### config.mk
export PLATFORM = sky130hd
export DESIGN_NAME = rgbw_led_top
export DESIGN_NICKNAME = d
export VERILOG_FILES = /design/src/hw/rgbw_pkg.sv /design/src/hw/effect_envelope.sv /design/src/hw/intensity_scaler.sv /design/src/hw/pwm_mixer.sv /design/src/hw/rgbw_frame_dispenser.sv /design/src/hw/rgbw_led_top.sv /design/src/hw/spi_byte_rx.sv
export SDC_FILE = /design/constraint.sdc
export NUM_CORES = 1
export LEC_CHECK = 0
export BUFFER_PORTS_ARGS = -buffer_cell sky130_fd_sc_hd__buf_2
export CAP_MARGIN = 20
export CORE_AREA = 2 2 266 268
export CTS_BUF_LIST = sky130_fd_sc_hd__clkbuf_8
export DETAILED_ROUTE_END_ITERATION = 8
export DIE_AREA = 0 0 268 270
export PLACE_DENSITY = 0.52
export SLEW_MARGIN = 20
export SYNTH_ARGS = -nofsm -noshare
export SYNTH_HDL_FRONTEND = slang
export SYNTH_HIERARCHICAL = 1
export SYNTH_SLANG_ARGS = --single-unit
export TNS_END_PERCENT = 50
### constraint.sdc
create_clock -name clk -period 7.68 [get_ports clk]
set_input_delay 1.536 -clock clk [delete_from_list [all_inputs] [get_ports clk]]
set_output_delay 1.536 -clock clk [all_outputs]
set_load 0.1 [all_outputs]
### src/hw/rgbw_pkg.sv
// rgbw dimmer shared types
// frame and channel structs, sync marker and effect mode codes
`default_nettype none

package rgbw_pkg;

    // one decoded frame, in wire order after the sync byte
    typedef struct packed {
        logic [7:0] lint;
        logic [7:0] color_idx;
        logic [7:0] red;
        logic [7:0] green;
        logic [7:0] blue;
        logic [7:0] white;
        logic [7:0] mode;
    } rgbw_frame_t;

    // four colour values, used for scaled colours and pwm duties
    typedef struct packed {
        logic [7:0] red;
        logic [7:0] green;
        logic [7:0] blue;
        logic [7:0] white;
    } rgbw_chan_t;

    // frame start marker
    localparam logic [7:0] SYNC_BYTE = 8'h55;

    // effect modes, anything above breathe runs as steady
    localparam logic [7:0] MODE_STEADY  = 8'd0;
    localparam logic [7:0] MODE_BLINK   = 8'd1;
    localparam logic [7:0] MODE_BREATHE = 8'd2;

endpackage

`default_nettype wire

### src/hw/effect_envelope.sv
// effect envelope generator
// turns the frame mode into a steady, blink or breathe brightness envelope
`timescale 1ns/1ns
`default_nettype none

module effect_envelope #(
    parameter int ENV_PRESCALE = 1024
) (
    input  logic                  clk,
    input  logic                  reset_sig,
    input  rgbw_pkg::rgbw_frame_t frame,
    input  logic                  frame_valid,
    output logic [7:0]            env
);

    localparam int PW = (ENV_PRESCALE > 1) ? $clog2(ENV_PRESCALE) : 1;
    localparam logic [PW-1:0] PRESC_MAX = PW'(ENV_PRESCALE - 1);

    logic [PW-1:0] presc;
    logic          tick;
    logic [7:0]    mode_q;
    logic [7:0]    phase;
    logic          dir_down;
    logic          steady_mode;

    assign tick = (presc == PRESC_MAX);

    // unknown codes fall back to steady
    assign steady_mode = (mode_q == rgbw_pkg::MODE_STEADY) || (mode_q > rgbw_pkg::MODE_BREATHE);

    always_ff @(posedge clk) begin
        if (!reset_sig) begin
            presc    <= '0;
            mode_q   <= 8'd0;
            phase    <= 8'd0;
            dir_down <= 1'b0;
            env      <= 8'd0;
        end else if (frame_valid) begin
            // new frame restarts the effect from the beginning
            presc    <= '0;
            mode_q   <= frame.mode;
            phase    <= 8'd0;
            dir_down <= 1'b0;
        end else begin
            presc <= tick ? '0 : presc + 1'b1;
            if (tick) begin
                if (steady_mode) begin
                    env <= 8'hff;
                end else if (mode_q == rgbw_pkg::MODE_BLINK) begin
                    // on for the first half of the phase, off for the second
                    env   <= phase[7] ? 8'h00 : 8'hff;
                    phase <= phase + 8'd1;
                end else begin
                    env <= phase;
                    // triangle, turn around at both ends
                    if (!dir_down) begin
                        if (phase == 8'hff) begin
                            dir_down <= 1'b1;
                            phase    <= 8'hfe;
                        end else begin
                            phase <= phase + 8'd1;
                        end
                    end else if (phase == 8'h00) begin
                        dir_down <= 1'b0;
                        phase    <= 8'h01;
                    end else begin
                        phase <= phase - 8'd1;
                    end
                end
            end
        end
    end

    a_steady_full: assert property (@(posedge clk) disable iff (!reset_sig)
        (tick && !frame_valid && steady_mode) |=> (env == 8'hff));

endmodule

`default_nettype wire

### src/hw/intensity_scaler.sv
// intensity scaler
// applies the frame intensity to the four colour channels, registered
`timescale 1ns/1ns
`default_nettype none

module intensity_scaler (
    input  logic                  clk,
    input  logic                  reset_sig,
    input  rgbw_pkg::rgbw_frame_t frame,
    output rgbw_pkg::rgbw_chan_t  scaled
);

    logic [8:0] gain;

    // lint of 255 gives unity gain
    assign gain = {1'b0, frame.lint} + 9'd1;

    // channel times gain, keep the upper byte of the product
    function automatic logic [7:0] scale8(input logic [7:0] chan, input logic [8:0] k);
        logic [16:0] prod;
        prod = chan * k;
        return prod[15:8];
    endfunction

    always_ff @(posedge clk) begin
        if (!reset_sig) begin
            scaled <= '0;
        end else begin
            scaled.red   <= scale8(frame.red, gain);
            scaled.green <= scale8(frame.green, gain);
            scaled.blue  <= scale8(frame.blue, gain);
            scaled.white <= scale8(frame.white, gain);
        end
    end

endmodule

`default_nettype wire

### src/hw/pwm_mixer.sv
// pwm mixer
// mixes scaled colours with the envelope into four 8-bit pwm outputs
`timescale 1ns/1ns
`default_nettype none

module pwm_mixer (
    input  logic                 clk,
    input  logic                 reset_sig,
    input  rgbw_pkg::rgbw_chan_t scaled,
    input  logic [7:0]           env,
    output logic                 pwm_r,
    output logic                 pwm_g,
    output logic                 pwm_b,
    output logic                 pwm_w
);

    logic [7:0]           cnt;
    logic [8:0]           env_gain;
    rgbw_pkg::rgbw_chan_t duty_next;
    rgbw_pkg::rgbw_chan_t duty_q;
    logic [3:0][7:0]      duty_arr;
    logic [3:0][7:0]      duty_next_arr;
    logic [3:0]           pwm_vec;

    function automatic logic [7:0] mix8(input logic [7:0] chan, input logic [8:0] k);
        logic [16:0] prod;
        prod = chan * k;
        return prod[15:8];
    endfunction

    assign env_gain = {1'b0, env} + 9'd1;

    always_comb begin
        duty_next.red   = mix8(scaled.red, env_gain);
        duty_next.green = mix8(scaled.green, env_gain);
        duty_next.blue  = mix8(scaled.blue, env_gain);
        duty_next.white = mix8(scaled.white, env_gain);
    end

    // duties only change at the period boundary so no partial pulses appear
    always_ff @(posedge clk) begin
        if (!reset_sig) begin
            cnt    <= 8'd0;
            duty_q <= '0;
        end else begin
            cnt <= cnt + 8'd1;
            if (cnt == 8'hff) begin
                duty_q <= duty_next;
            end
        end
    end

    // channel view, index 3 is red down to 0 for white
    assign duty_arr      = duty_q;
    assign duty_next_arr = duty_next;
    assign {pwm_r, pwm_g, pwm_b, pwm_w} = pwm_vec;

    for (genvar i = 0; i < 4; i++) begin : g_chan
        assign pwm_vec[i] = (cnt < duty_arr[i]);

        a_zero_duty_low: assert property (@(posedge clk) disable iff (!reset_sig)
            (cnt == 8'hff && duty_next_arr[i] == 8'd0) |=> !pwm_vec[i]);
    end

endmodule

`default_nettype wire

### src/hw/rgbw_frame_dispenser.sv
// rgbw frame dispenser
// waits for the sync byte, gathers seven bytes and publishes them as one frame
`timescale 1ns/1ns
`default_nettype none

module rgbw_frame_dispenser (
    input  logic                   clk,
    input  logic                   reset_sig,
    input  logic [7:0]             rx_byte,
    input  logic                   byte_rdy,
    output rgbw_pkg::rgbw_frame_t  frame,
    output logic                   frame_valid
);

    logic [7:0]            byte_q;
    logic                  rdy_q;
    logic                  rdy_prev;
    logic                  rdy_edge;
    logic [3:0]            byte_cnt;
    rgbw_pkg::rgbw_frame_t shadow;

    // new byte is present for exactly one cycle
    assign rdy_edge = rdy_q & ~rdy_prev;

    // incoming byte is held by the receiver, no reset needed
    always_ff @(posedge clk) begin
        byte_q <= rx_byte;
    end

    always_ff @(posedge clk) begin
        if (!reset_sig) begin
            rdy_q       <= 1'b0;
            rdy_prev    <= 1'b0;
            byte_cnt    <= 4'd0;
            frame       <= '0;
            frame_valid <= 1'b0;
        end else begin
            rdy_q       <= byte_rdy;
            rdy_prev    <= rdy_q;
            frame_valid <= 1'b0;

            if (rdy_edge) begin
                case (byte_cnt)
                    4'd0: begin
                        // stay here until the marker shows up
                        if (byte_q == rgbw_pkg::SYNC_BYTE) begin
                            byte_cnt <= 4'd1;
                        end
                    end
                    4'd1: begin
                        shadow.lint <= byte_q;
                        byte_cnt    <= 4'd2;
                    end
                    4'd2: begin
                        shadow.color_idx <= byte_q;
                        byte_cnt         <= 4'd3;
                    end
                    4'd3: begin
                        shadow.red <= byte_q;
                        byte_cnt   <= 4'd4;
                    end
                    4'd4: begin
                        shadow.green <= byte_q;
                        byte_cnt     <= 4'd5;
                    end
                    4'd5: begin
                        shadow.blue <= byte_q;
                        byte_cnt    <= 4'd6;
                    end
                    4'd6: begin
                        shadow.white <= byte_q;
                        byte_cnt     <= 4'd7;
                    end
                    4'd7: begin
                        // mode byte completes the frame, publish all fields at once
                        frame       <= {shadow.lint, shadow.color_idx, shadow.red,
                                        shadow.green, shadow.blue, shadow.white, byte_q};
                        frame_valid <= 1'b1;
                        byte_cnt    <= 4'd0;
                    end
                    default: byte_cnt <= 4'd0;
                endcase
            end
        end
    end

    a_byte_cnt_range: assert property (@(posedge clk) disable iff (!reset_sig)
        byte_cnt <= 4'd7);

    a_valid_single: assert property (@(posedge clk) disable iff (!reset_sig)
        frame_valid |=> !frame_valid);

endmodule

`default_nettype wire

### src/hw/rgbw_led_top.sv
// rgbw led dimmer top
// spi receiver, frame dispenser, scaler, envelope and pwm mixer
`timescale 1ns/1ns
`default_nettype none

module rgbw_led_top #(
    parameter int ENV_PRESCALE = 1024
) (
    input  logic                  clk,
    input  logic                  reset_sig,
    input  logic                  sclk,
    input  logic                  mosi,
    input  logic                  cs_n,
    output logic                  pwm_r,
    output logic                  pwm_g,
    output logic                  pwm_b,
    output logic                  pwm_w,
    output rgbw_pkg::rgbw_frame_t status_frame,
    output logic                  status_valid
);

    logic [7:0]           rx_byte;
    logic                 byte_rdy;
    logic [7:0]           env;
    rgbw_pkg::rgbw_chan_t scaled;

    spi_byte_rx u_spi_rx (
        .clk       (clk),
        .reset_sig (reset_sig),
        .sclk      (sclk),
        .mosi      (mosi),
        .cs_n      (cs_n),
        .rx_byte   (rx_byte),
        .byte_rdy  (byte_rdy)
    );

    // decoded frame doubles as the status output
    rgbw_frame_dispenser u_dispenser (
        .clk         (clk),
        .reset_sig   (reset_sig),
        .rx_byte     (rx_byte),
        .byte_rdy    (byte_rdy),
        .frame       (status_frame),
        .frame_valid (status_valid)
    );

    intensity_scaler u_scaler (
        .clk       (clk),
        .reset_sig (reset_sig),
        .frame     (status_frame),
        .scaled    (scaled)
    );

    effect_envelope #(
        .ENV_PRESCALE (ENV_PRESCALE)
    ) u_envelope (
        .clk         (clk),
        .reset_sig   (reset_sig),
        .frame       (status_frame),
        .frame_valid (status_valid),
        .env         (env)
    );

    pwm_mixer u_mixer (
        .clk       (clk),
        .reset_sig (reset_sig),
        .scaled    (scaled),
        .env       (env),
        .pwm_r     (pwm_r),
        .pwm_g     (pwm_g),
        .pwm_b     (pwm_b),
        .pwm_w     (pwm_w)
    );

endmodule

`default_nettype wire

### src/hw/spi_byte_rx.sv
// spi mode-0 slave receiver
// synchronizes the spi pins and assembles msb-first bytes
`timescale 1ns/1ns
`default_nettype none

module spi_byte_rx (
    input  logic       clk,
    input  logic       reset_sig,
    input  logic       sclk,
    input  logic       mosi,
    input  logic       cs_n,
    output logic [7:0] rx_byte,
    output logic       byte_rdy
);

    logic [1:0] sclk_sync;
    logic [1:0] mosi_sync;
    logic [1:0] cs_sync;
    logic       sclk_prev;
    logic       cs_prev;
    logic       sclk_rise;
    logic       cs_rise;
    logic [6:0] shift_reg;
    logic [3:0] bit_cnt;

    // edges seen on the synchronized pins
    assign sclk_rise = sclk_sync[1] & ~sclk_prev;
    assign cs_rise   = cs_sync[1] & ~cs_prev;

    always_ff @(posedge clk) begin
        if (!reset_sig) begin
            sclk_sync <= 2'b00;
            mosi_sync <= 2'b00;
            cs_sync   <= 2'b11;
            sclk_prev <= 1'b0;
            cs_prev   <= 1'b1;
            bit_cnt   <= 4'd0;
            byte_rdy  <= 1'b0;
        end else begin
            sclk_sync <= {sclk_sync[0], sclk};
            mosi_sync <= {mosi_sync[0], mosi};
            cs_sync   <= {cs_sync[0], cs_n};
            sclk_prev <= sclk_sync[1];
            cs_prev   <= cs_sync[1];
            byte_rdy  <= 1'b0;

            if (cs_rise) begin
                // deselect drops any partial byte
                bit_cnt <= 4'd0;
            end else if (sclk_rise && !cs_sync[1]) begin
                if (bit_cnt == 4'd7) begin
                    rx_byte  <= {shift_reg, mosi_sync[1]};
                    byte_rdy <= 1'b1;
                    bit_cnt  <= 4'd0;
                end else begin
                    shift_reg <= {shift_reg[5:0], mosi_sync[1]};
                    bit_cnt   <= bit_cnt + 4'd1;
                end
            end
        end
    end

    a_bit_cnt_range: assert property (@(posedge clk) disable iff (!reset_sig)
        bit_cnt <= 4'd7);

endmodule

`default_nettype wire

==> results of run 1 <==
-- final cells by class --
class | count | area, um^2 | share of cell area, %
Clock inverter | 34 | 263 | 0.900
Timing Repair Buffer | 92 | 556 | 1.90
Multi-Input combinational cell | 2087 | 19100 | 65.3
Antenna cell | 2 | 5.00 | 0.0171
Inverter | 458 | 1720 | 5.89
Sequential cell | 253 | 5700 | 19.5
Clock buffer | 52 | 716 | 2.45
Tap cell | 940 | 1180 | 4.03
-- metrics by stage --
| step | power [mW] | setup WS (ns) | hold WS, ns | area [um^2] |
|---|---|---|---|---|
| 3_5_place_dp | 1.49 | 1.68 | 0.327 | 28200 |
| 4_1_cts | 2.86 | 1.62 | 0.340 | 29200 |
| 2_1_floorplan | 1.46 | 1.71 | 0.323 | 26800 |
| 5_1_grt | 2.92 | 1.24 | 0.348 | 29200 |
| 3_3_place_gp | 1.49 | 1.72 | 0.326 | 28200 |
| 6_report | 2.80 | 1.65 | 0.340 | 29200 |
-- worst max-delay path by stage --
stage / start / to / slack [ns] / cells after the start
after floorplan: u_dispenser/frame[48]$_SDFFE_PN0P_ / u_scaler/scaled[6]$_SDFF_PN0_ / 1.71 / 18
after global placement: u_envelope/env[0]$_SDFFE_PN0P_ / u_mixer/duty_arr[29]$_SDFFE_PN0N_ / 1.72 / 19
after detailed placement: u_envelope/env[0]$_SDFFE_PN0P_ / u_mixer/duty_arr[6]$_SDFFE_PN0N_ / 1.68 / 21
after CTS: u_envelope/env[0]$_SDFFE_PN0P_ / u_mixer/duty_arr[6]$_SDFFE_PN0N_ / 1.62 / 21
after global routing: u_envelope/env[0]$_SDFFE_PN0P_ / u_mixer/duty_arr[29]$_SDFFE_PN0N_ / 1.24 / 19
final: u_envelope/env[0]$_SDFFE_PN0P_ / u_mixer/duty_arr[6]$_SDFFE_PN0N_ / 1.65 / 19
-- layout by cell type, fill, tap and decap left out, types with 59 or more instances in the layout --
cell type	count
and2_1	396
nor2_1	95
inv_1	478
edfxtp_1	63
fa_1	320
xnor2_1	71
mux2i_1	69
nand2_1	316
buf_2	64
ha_1	292
a21oi_1	59
dfxtp_1	190
o21ai_0	61
-- kinds of logic (layout without fill, tap and decap cells) --
kind of cell               Yosys count  count (layout)  share of synthesized area, %
xor gates and xnor gates           105             105                          3.43
adders and majority gates          612             612                          37.5
muxes                               70              70                          2.62
AOI/OAI and AO/OA                  247             247                          6.09
and+or+nand+nor                   1053            1053                          21.0
other                                0               2                             0
buffers and inverters              554             636                          8.13
DFF                                253             253                          21.2
-- per-layer routing --
| metal | vias to the layer above | part of all wire, % |
|---|---|---|
| met3 | 88 | 3.7 |
| met5 | - | 0 |
| met2 | 258 | 47 |
| met1 | 9458 | 47 |
| li1 | 9307 | - |
| met4 | 0 | 2.1 |
-- where the power goes --
part	internal, mW	switching [mW]
combinational	0.0226	0.0643
sequential	1.36	0.00587
clock	0.760	0.585
total	2.15	0.656
==> results.yml, run 1 <==
global_routing:
  grt_max_degree: 120
  grt_pass1_wl_um: 106000
  met3_usage_pct: 2.85
  first_global_vias: 20371
  antenna_found_initial: 2
  gr-usage-met2_pct: 30.2
  grt-busiest-layer: "met2"
  use_met1_pct: 24.0
  grt_use_total_pct: 18.0
  grt-ovfl-total: 0
final_layout:
  reg.largest.list: "u_dispenser/frame: 56 flops, u_dispenser/shadow: 48 flops"
  nFillCells: 6810
  fin_cells: 3918
  regMostFlops: "u_dispenser/frame"
  syn2layout_area_growth_pct: 8.87
  drive_above_1_share_pct: 6.79
  nets: 3556
  final_util_pct: 42.0
  largest_reg_flops: 56
power:
  p_leak_nw: 14.2
  irDropWorstVdd_uv: 149
  p_per_area_nw_per_um2: 96.0
die:
  io_pins: 66
  start_util_pct: 38.6
  fp.dieW_um: 268
  rows: 97
  core_um2: 69500
  fp.dieH_um: 270
  die_area_um2: 72400
logic_synthesis:
  syn_area_um2: 26800
  ys_top_cells_by_area: "fa_1 (24%), dfxtp_1 (14%), ha_1 (14%)"
  syn_area_per_cell_um2: 9.26
  synthArstFlopShare_pct: 0
  ys_ff_latch: 253
  ys_seq_area_share_pct: 21.2
  yosysMostFrequentCell: "inv_1"
  synth_enable_flop_cells: 63
  synth_cells: 2894
  synth_top_area_share_pct: 23.9
  synth_flop_cell: "dfxtp_1"
  yosysTopAreaCell: "fa_1"
  yosysUniqueCellTypes: 92
  ys_warn_count: 6
  synth_common_cells: "inv_1 (457), and2_1 (396), fa_1 (320)"
  synth_fp_nets: 3511
critical_path:
  worstSetupPathType: "flip-flop to flip-flop"
  cp.required_ns: 8.15
  worst_path_largest_cell_delay_ns: 0.56
  timing.rr.start: "u_envelope/env[0]$_SDFFE_PN0P_"
  timing.rr.end: "u_mixer/duty_arr[6]$_SDFFE_PN0N_"
  r2r_setup_slack_ns: 1.65
  start_kind: "flip-flop"
  path_cells: "buf_4 > ha_1 > nand3_1 > xnor2_2 > buf_4 > nand2_1 > fa_1 > fa_1 > inv_1 > fa_1 > fa_1 > ha_1 > or4_1 > a31oi_1 > o31ai_1 > o21ai_2 > o21ai_0 > nor3_1 > o31ai_1"
  critPathTopFamily: "adder cells"
  critical-path-slowest-cell: "fa_1"
  arrival_ns: 6.50
  path_buf_inv: 3
  worst_setup_path_end_kind: "flip-flop"
  crit_top_cell: "fa_1"
  r2r_cells: 19
  critPathMaxFanout: 32
clocking:
  hold_buffers: 0
  htreeDepth: 2
  postCtsSetupRepairBufs: 0
  root_buffer: "clkbuf_8"
  cts_tree: "done"
  clock_path_buffers: 3
  cts_resized: 0
  cts_made_buffers: 47
  clock_latency_ns: 0.63
  cts.clk_slew.worst_paths_ns: 0.06
  clock-sinks: 253
routing:
  drt_iter0_drc: 753
  antenna_left: 0
  vias: 19111
  wl_per_cell_um: 16.2
  routed_via_density: 4.88
  first_pass_iters: 5
  drc_errors: 0
  wirelength_um: 63600
sta:
  fin_crit_ns: 6.03
  finalHoldViolations: 0
  timing.final.crit_share_pct: 78.5
  rsz0062_at_grt: "no"
  slew_headroom_pct: 30.3
  drv_slew: 0
  final.setup.tns_ns: 0
  worst_pin_slew_ns: 1.05
  skew_ns: 0.0333
  setup_viol: 0
  max_freq_mhz: 166
hold_path:
  worstHoldStart: "u_spi_rx/rx_byte[6]$_DFFE_PP_"
  worstHoldEndpoint: "u_dispenser/byte_q[6]$_DFF_P_"
  hold_class: "flip-flop to flip-flop"
  holdPathStages: 0
job:
  cap_violations: 0
status:
  status: "finished clean"
placed_design:
  dp.cells: 3830
  portBuffers: 65
  place_hpwl_um: 48300
  place_congestion: 0.816
Note: power is estimated with default switching activity, not from simulation.
==> run 2, diff against run 1 <==
--- a/config.mk
+++ b/config.mk
@@ -5,12 +5,13 @@
 export SDC_FILE = /design/constraint.sdc
 export NUM_CORES = 1
 export LEC_CHECK = 0
+export ABC_AREA = 1
 export BUFFER_PORTS_ARGS = -buffer_cell sky130_fd_sc_hd__buf_2
 export CAP_MARGIN = 20
-export CORE_AREA = 2 2 266 268
+export CORE_AREA = 2 2 271 273
 export CTS_BUF_LIST = sky130_fd_sc_hd__clkbuf_8
 export DETAILED_ROUTE_END_ITERATION = 8
-export DIE_AREA = 0 0 268 270
+export DIE_AREA = 0 0 273 275
 export PLACE_DENSITY = 0.52
 export SLEW_MARGIN = 20
 export SYNTH_ARGS = -nofsm -noshare
==> constraint.sdc (replaced) <==
create_clock -name clk -period 6 [get_ports clk]
set_input_delay 1.2 -clock clk [delete_from_list [all_inputs] [get_ports clk]]
set_output_delay 1.2 -clock clk [all_outputs]
set_load 0.1 [all_outputs]
==> run 2 against run 1 <==
  * Maximum frequency up 12%
  * Combinational power up 4.1%
  * Largest cell class unchanged
  * Sequential cell count unchanged
  * Highest routed layer unchanged
  * Hold slack worse by 0.064 ns
==> results.yml, run 2 <==
hold_path:
  worstHoldStart: "u_spi_rx/rx_byte[5]$_DFFE_PP_"
  hold_class: "flip-flop to flip-flop"
critical_path:
  critical-path-slowest-cell: "fa_1"
  path_cells: "buf_4 > nand2_1 > nor2_4 > nand4_2 > o21ai_4 > nand2_4 > nor2_1 > fa_1 > fa_1 > fa_1 > inv_1 > fa_1 > inv_1 > ha_1 > a21oi_1 > o21ai_0 > a21oi_1 > nand3_1 > nand2_1 > nor2_1"
  timing.rr.start: "u_dispenser/frame[48]$_SDFFE_PN0P_"
  worst_setup_path_end_kind: "flip-flop"
  cp.required_ns: 6.54
  crit_top_cell: "fa_1"
  arrival_ns: 5.91
  worst_path_largest_cell_delay_ns: 0.54
  worstSetupPathType: "flip-flop to flip-flop"
  crit_start: "u_dispenser/frame[48]$_SDFFE_PN0P_"
  start_kind: "flip-flop"
  critPathMaxFanout: 26
clocking:
  cts_tree: "done"
  cts.clk_slew.worst_paths_ns: 0.06
  clock_latency_ns: 0.68
  clock-sinks: 253
  cts_made_buffers: 49
  postCtsSetupRepairBufs: 0
  root_buffer: "clkbuf_8"
  htreeDepth: 2
  clock_path_buffers: 3
die:
  core_um2: 72300
  fp.dieW_um: 273
  io_pins: 66
  die_area_um2: 75100
  rows: 99
  fp.dieH_um: 275
  start_util_pct: 38.7
power:
  p_leak_nw: 15.5
  p_per_area_nw_per_um2: 118
  irDropWorstVdd_uv: 186
routing:
  wl_per_cell_um: 15.3
  routed_via_density: 4.78
  drc_errors: 0
  drt_iter0_drc: 1316
  first_pass_iters: 5
  antenna_left: 0
  wirelength_um: 73600
  vias: 23017
placed_design:
  place_congestion: 0.838
  portBuffers: 65
  place_hpwl_um: 57700
sta:
  hold_ws_ns: 0.275
  timing.final.crit_share_pct: 89.5
  max_freq_mhz: 186
  final.setup.tns_ns: 0
  drv_slew: 0
  rsz0062_at_grt: "no"
  setup_viol: 0
  fin_crit_ns: 5.37
  slew_headroom_pct: 31.1
  worst_pin_slew_ns: 1.03
  finalHoldViolations: 0
  skew_ns: 0.0797
global_routing:
  grt-ovfl-total: 0
  first_global_vias: 23773
  met3_usage_pct: 2.78
  grt-busiest-layer: "met2"
  grt_max_degree: 73
  grt_use_total_pct: 20.5
  grt_pass1_wl_um: 124000
  antenna_found_initial: 1
  gr-usage-met2_pct: 35.4
  use_met1_pct: 27.0
logic_synthesis:
  synth_top_area_share_pct: 22.9
  synthArstFlopShare_pct: 0
  ys_top_cells_by_area: "fa_1 (23%), dfxtp_1 (14%), ha_1 (13%)"
  synth_cells: 3753
  yosysMostFrequentCell: "inv_1"
  synth_fp_nets: 4370
  synth_flop_cell: "dfxtp_1"
  syn_area_per_cell_um2: 7.46
  ys_ff_latch: 253
  synth_common_cells: "inv_1 (767), nor2_1 (709), nand2_1 (692)"
  synth_enable_flop_cells: 63
  yosysUniqueCellTypes: 52
  ys_seq_area_share_pct: 20.4
  yosysTopAreaCell: "fa_1"
  syn_area_um2: 28000
  ys_warn_count: 6
final_layout:
  drive_above_1_share_pct: 5.40
  reg.largest.list: "u_dispenser/frame: 56 flops, u_dispenser/shadow: 48 flops"
  final_common_cell: "inv_1"
  nets: 4430
  regMostFlops: "u_dispenser/frame"
  final_cell_mix: "inv_1 (782), nor2_1 (709), nand2_1 (692), fa_1 (320), ha_1 (292)"
  largest_reg_flops: 56
  syn2layout_area_growth_pct: 8.18
status:
  status: "finished clean"
job:
  cap_violations: 0
[run 2: cell types whose count changed after synthesis, moves of 60 or more]
cell,change
nor2_1,+613
o21ai_0,+79
inv_1,+310
mux2i_1,-69
nand2_1,+376
a21oi_1,+125
nand3_1,+86
and2_1,-394
xnor2_1,-60
[run 2: layout make-up]
class,instances,area [um^2]
Fill cell,7724,42100
Multi-Input combinational cell,2634,18900
Sequential cell,253,5700
Inverter,786,2950
Tap cell,959,1200
Clock buffer,60,826
Timing Repair Buffer,89,508
Clock inverter,29,163
Antenna cell,1,2.50
[run 2: worst max-delay path, delay by kind of cell, from the launching register on]
| family | cells | cell delay (ns) |
|---|---|---|
| fa+ha+maj | 5 | 2.34 |
| flops | 1 | 0.33 |
| simple gates | 8 | 1.14 |
| compound gates | 4 | 0.95 |
| buf+inv | 3 | 0.45 |
[run 2: repair_timing]
action	CTS	global route
hold buffers	0	0
hold endpoints to repair	0	0
endpoints found under the setup margin	0	1
gates resized for setup	0	1
[run 2: through the flow]
stage | total power, mW | setup slack, ns | cells | instance area [um^2] | utilization (%)
finish | 3.58 | 0.630 | 4811 | 30300 | 41.8
global route | 3.74 | 0.169 | 4811 | 30300 | 41.8
CTS | 3.65 | 0.419 | 4810 | 30300 | 41.8
detailed placement | 1.88 | 0.470 | 4721 | 29300 | 40.5
global placement | 1.88 | 0.563 | 4721 | 29300 | 40.5
floorplan | 1.86 | 0.456 | 3753 | 28000 | -
[run 2: cells by family (layout without fill, tap and decap cells)]
family                   after synthesis  in the layout  synth area share, %
AO/OA/AOI/OAI                        381            381                 7.31
XOR/XNOR                              38             38                 1.19
adder cells (fa/ha/maj)              612            612                 36.0
buffers and inverters                866            964                 12.1
flip-flops                           253            253                 20.4
other                                  0              1                    0
AND/OR/NAND/NOR                     1603           1603                 23.1
[run 2: report_power, final]
part | switching [mW] | total, mW | internal (mW)
sequential | 0.00644 | 1.75 | 1.75
combinational | 0.0705 | 0.0905 | 0.0201
clock | 0.825 | 1.74 | 0.913
total | 0.902 | 3.58 | 2.68
[run 2: metal layers]
layer  vias up  routed length [um]
li1      11589                   -
met1     10950               34100
met2       381               34900
met3        97                2960
met4         0                1650
met5         -                   0
[run 2: worst paths after layout]
path,endpoint,slack (ns),depth (start not counted)
worst max-delay path,u_scaler/scaled[7]$_SDFF_PN0_,0.63,20
worst min-delay path,u_dispenser/byte_q[5]$_DFF_P_,0.28,0
worst max register to register,u_scaler/scaled[7]$_SDFF_PN0_,0.63,20
worst min register to register,u_dispenser/byte_q[5]$_DFF_P_,0.28,0
==> run 3, diff against run 2 <==
--- a/config.mk
+++ b/config.mk
@@ -8,11 +8,11 @@
 export ABC_AREA = 1
 export BUFFER_PORTS_ARGS = -buffer_cell sky130_fd_sc_hd__buf_2
 export CAP_MARGIN = 20
-export CORE_AREA = 2 2 271 273
+export CORE_AREA = 2 2 250 252
 export CTS_BUF_LIST = sky130_fd_sc_hd__clkbuf_8
 export DETAILED_ROUTE_END_ITERATION = 8
-export DIE_AREA = 0 0 273 275
-export PLACE_DENSITY = 0.52
+export DIE_AREA = 0 0 252 254
+export PLACE_DENSITY = 0.59
 export SLEW_MARGIN = 20
 export SYNTH_ARGS = -nofsm -noshare
 export SYNTH_HDL_FRONTEND = slang
==> run 3 against run 2 <==
  * Clock skew decreased by 0.024 ns
  * Setup slack improved by 0.096 ns
  * Routed wire length decreased by 3.6%
  * Clock-buffer cell count decreased by 4
  * Global-route usage increased by 2.6 points
  * Critical path depth increased by 5
  * Clock power increased by 9%
  * Critical endpoint is now u_mixer/duty_arr[13]$_SDFFE_PN0N_
  * Largest cell class unchanged
==> results.yml, run 3 (synthesized netlist as in run 2, its figures left out) <==
die:
  die_area_um2: 64000
  io_pins: 66
  fp.dieW_um: 252
  fp.dieH_um: 254
  start_util_pct: 45.7
  rows: 91
  core_um2: 61300
power:
  irDropWorstVdd_uv: 174
  p_per_area_nw_per_um2: 124
  p_total_mw: 3.74
  p_leak_nw: 15.5
sta:
  max_freq_mhz: 190
  setup_viol: 0
  slew_headroom_pct: 25.5
  final.setup.tns_ns: 0
  worst_pin_slew_ns: 1.11
  drv_slew: 0
  fin_crit_ns: 5.27
  skew_ns: 0.0559
  timing.final.crit_share_pct: 87.9
  rsz0062_at_grt: "no"
  finalHoldViolations: 0
routing:
  drc_errors: 0
  routed_via_density: 4.97
  first_pass_iters: 5
  wirelength_um: 71000
  drt_iter0_drc: 1196
  antenna_left: 0
  vias: 23087
  wl_per_cell_um: 15.3
clocking:
  clock_latency_ns: 0.69
  root_buffer: "clkbuf_8"
  hold_buffers: 0
  cts_resized: 0
  htreeDepth: 2
  postCtsSetupRepairBufs: 0
  clock_path_buffers: 3
  cts_tree: "done"
  cts.clk_slew.worst_paths_ns: 0.06
  clock-sinks: 253
  cts_made_buffers: 48
critical_path:
  worst_path_largest_cell_delay_ns: 0.50
  cp-endpoint: "u_mixer/duty_arr[13]$_SDFFE_PN0N_"
  timing.rr.start: "u_envelope/env[0]$_SDFFE_PN0P_"
  worstSetupPathType: "flip-flop to flip-flop"
  r2r_setup_slack_ns: 0.73
  arrival_ns: 5.84
  cp.required_ns: 6.56
  critPathMaxFanout: 26
  critical-path-slowest-cell: "fa_1"
  critPathTopFamily: "adder cells"
  timing.rr.end: "u_mixer/duty_arr[13]$_SDFFE_PN0N_"
  r2r_cells: 25
  worst_setup_path_end_kind: "flip-flop"
  path_buf_inv: 6
  crit_cells: 25
  crit_top_cell: "nand2_1"
  crit_start: "u_envelope/env[0]$_SDFFE_PN0P_"
  start_kind: "flip-flop"
final_layout:
  syn2layout_area_growth_pct: 7.72
  final_common_cell: "inv_1"
  reg.largest.list: "u_dispenser/frame: 56 flops, u_dispenser/shadow: 48 flops"
  drive_above_1_share_pct: 5.51
  final_cell_mix: "inv_1 (781), nor2_1 (709), nand2_1 (692), fa_1 (320), ha_1 (292)"
  nets: 4429
  largest_reg_flops: 56
  regMostFlops: "u_dispenser/frame"
  nFillCells: 6217
global_routing:
  antenna_found_initial: 1
  grt_max_degree: 73
  grt-ovfl-total: 0
  grt_use_total_pct: 23.1
  first_global_vias: 23284
  grt_pass1_wl_um: 119000
status:
  status: "finished clean"
placed_design:
  portBuffers: 65
  place_congestion: 0.877
  place_hpwl_um: 55400
hold_path:
  hold_class: "flip-flop to flip-flop"
job:
  cap_violations: 0
==> run 3: changes by cell type in the layout (fill, tap and decap cells not counted), sizes merged <==
| cell | previous run | this run |
|---|---|---|
| clkinvlp | 1 | 3 |
| inv | 794 | 796 |
| clkinv | 20 | 16 |
| clkbuf | 60 | 56 |
| bufinv | 0 | 4 |
==> run 3: worst min path at each step <==
stage                                             start                             to  depth (start not counted)
after floorplan           u_spi_rx/rx_byte[0]$_DFFE_PP_  u_dispenser/byte_q[0]$_DFF_P_                          0
after global placement    u_spi_rx/rx_byte[5]$_DFFE_PP_  u_dispenser/byte_q[5]$_DFF_P_                          0
after detailed placement  u_spi_rx/rx_byte[6]$_DFFE_PP_  u_dispenser/byte_q[6]$_DFF_P_                          0
after CTS                 u_spi_rx/rx_byte[4]$_DFFE_PP_  u_dispenser/byte_q[4]$_DFF_P_                          0
after global routing      u_spi_rx/rx_byte[4]$_DFFE_PP_  u_dispenser/byte_q[4]$_DFF_P_                          0
final                     u_spi_rx/rx_byte[4]$_DFFE_PP_  u_dispenser/byte_q[4]$_DFF_P_                          0
==> run 3: layout make-up <==
class,instances,area (um^2),area share (%)
Multi-Input combinational cell,2634,18900,62.8
Clock buffer,56,771,2.56
Tap cell,790,988,3.28
Antenna cell,1,2.50,0.00830
Sequential cell,253,5700,18.9
Clock inverter,33,299,0.992
Inverter,786,2950,9.80
Timing Repair Buffer,89,508,1.69
==> run 3: report_power, final <==
group / total [mW] / internal, mW / switching [mW]
logic: 0.0904 / 0.0201 / 0.0703
clock network: 1.90 / 1.05 / 0.848
registers: 1.75 / 1.74 / 0.00644
==> run 3: through the flow <==
stage | area [um^2] | instances | hold WS (ns) | setup WS [ns] | util [%]
floorplan | 28000 | 3753 | 0.323 | 0.456 | -
global placement | 29100 | 4552 | 0.325 | 0.836 | 47.4
detailed placement | 29100 | 4552 | 0.327 | 0.768 | 47.4
CTS | 30100 | 4641 | 0.335 | 0.794 | 49.2
global route | 30100 | 4642 | 0.334 | 0.316 | 49.2
finish | 30100 | 4642 | 0.340 | 0.726 | 49.2
==> run 3: worst reg2reg max path: stages, from the launching register on <==
cell     delay [ns]
dfxtp_1        0.39
ha_1           0.19
nand2_1        0.08
nor2_1         0.16
inv_1          0.07
o21ai_1        0.11
and2_1         0.44
inv_4          0.28
nor2_1         0.23
fa_1           0.45
fa_1           0.50
fa_1           0.49
inv_1          0.05
fa_1           0.47
inv_1          0.04
ha_1           0.33
nand2_1        0.16
inv_1          0.06
a21oi_1        0.18
nand2_1        0.11
nand2_1        0.10
nand2_1        0.06
nand2_1        0.05
nand3_1        0.09
nand2_1        0.10
inv_1          0.04
==> run 3: metal layers <==
metal / track usage, % / up-vias / part of all wire (%) / wire length, um
met5: 0 / - / 0 / 0
met4: 7.10 / 0 / 2.8 / 1990
met3: 2.90 / 108 / 4.3 / 3050
met2: 39.9 / 410 / 47 / 33400
met1: 30.0 / 10988 / 46 / 32500
li1: - / 11581 / - / -
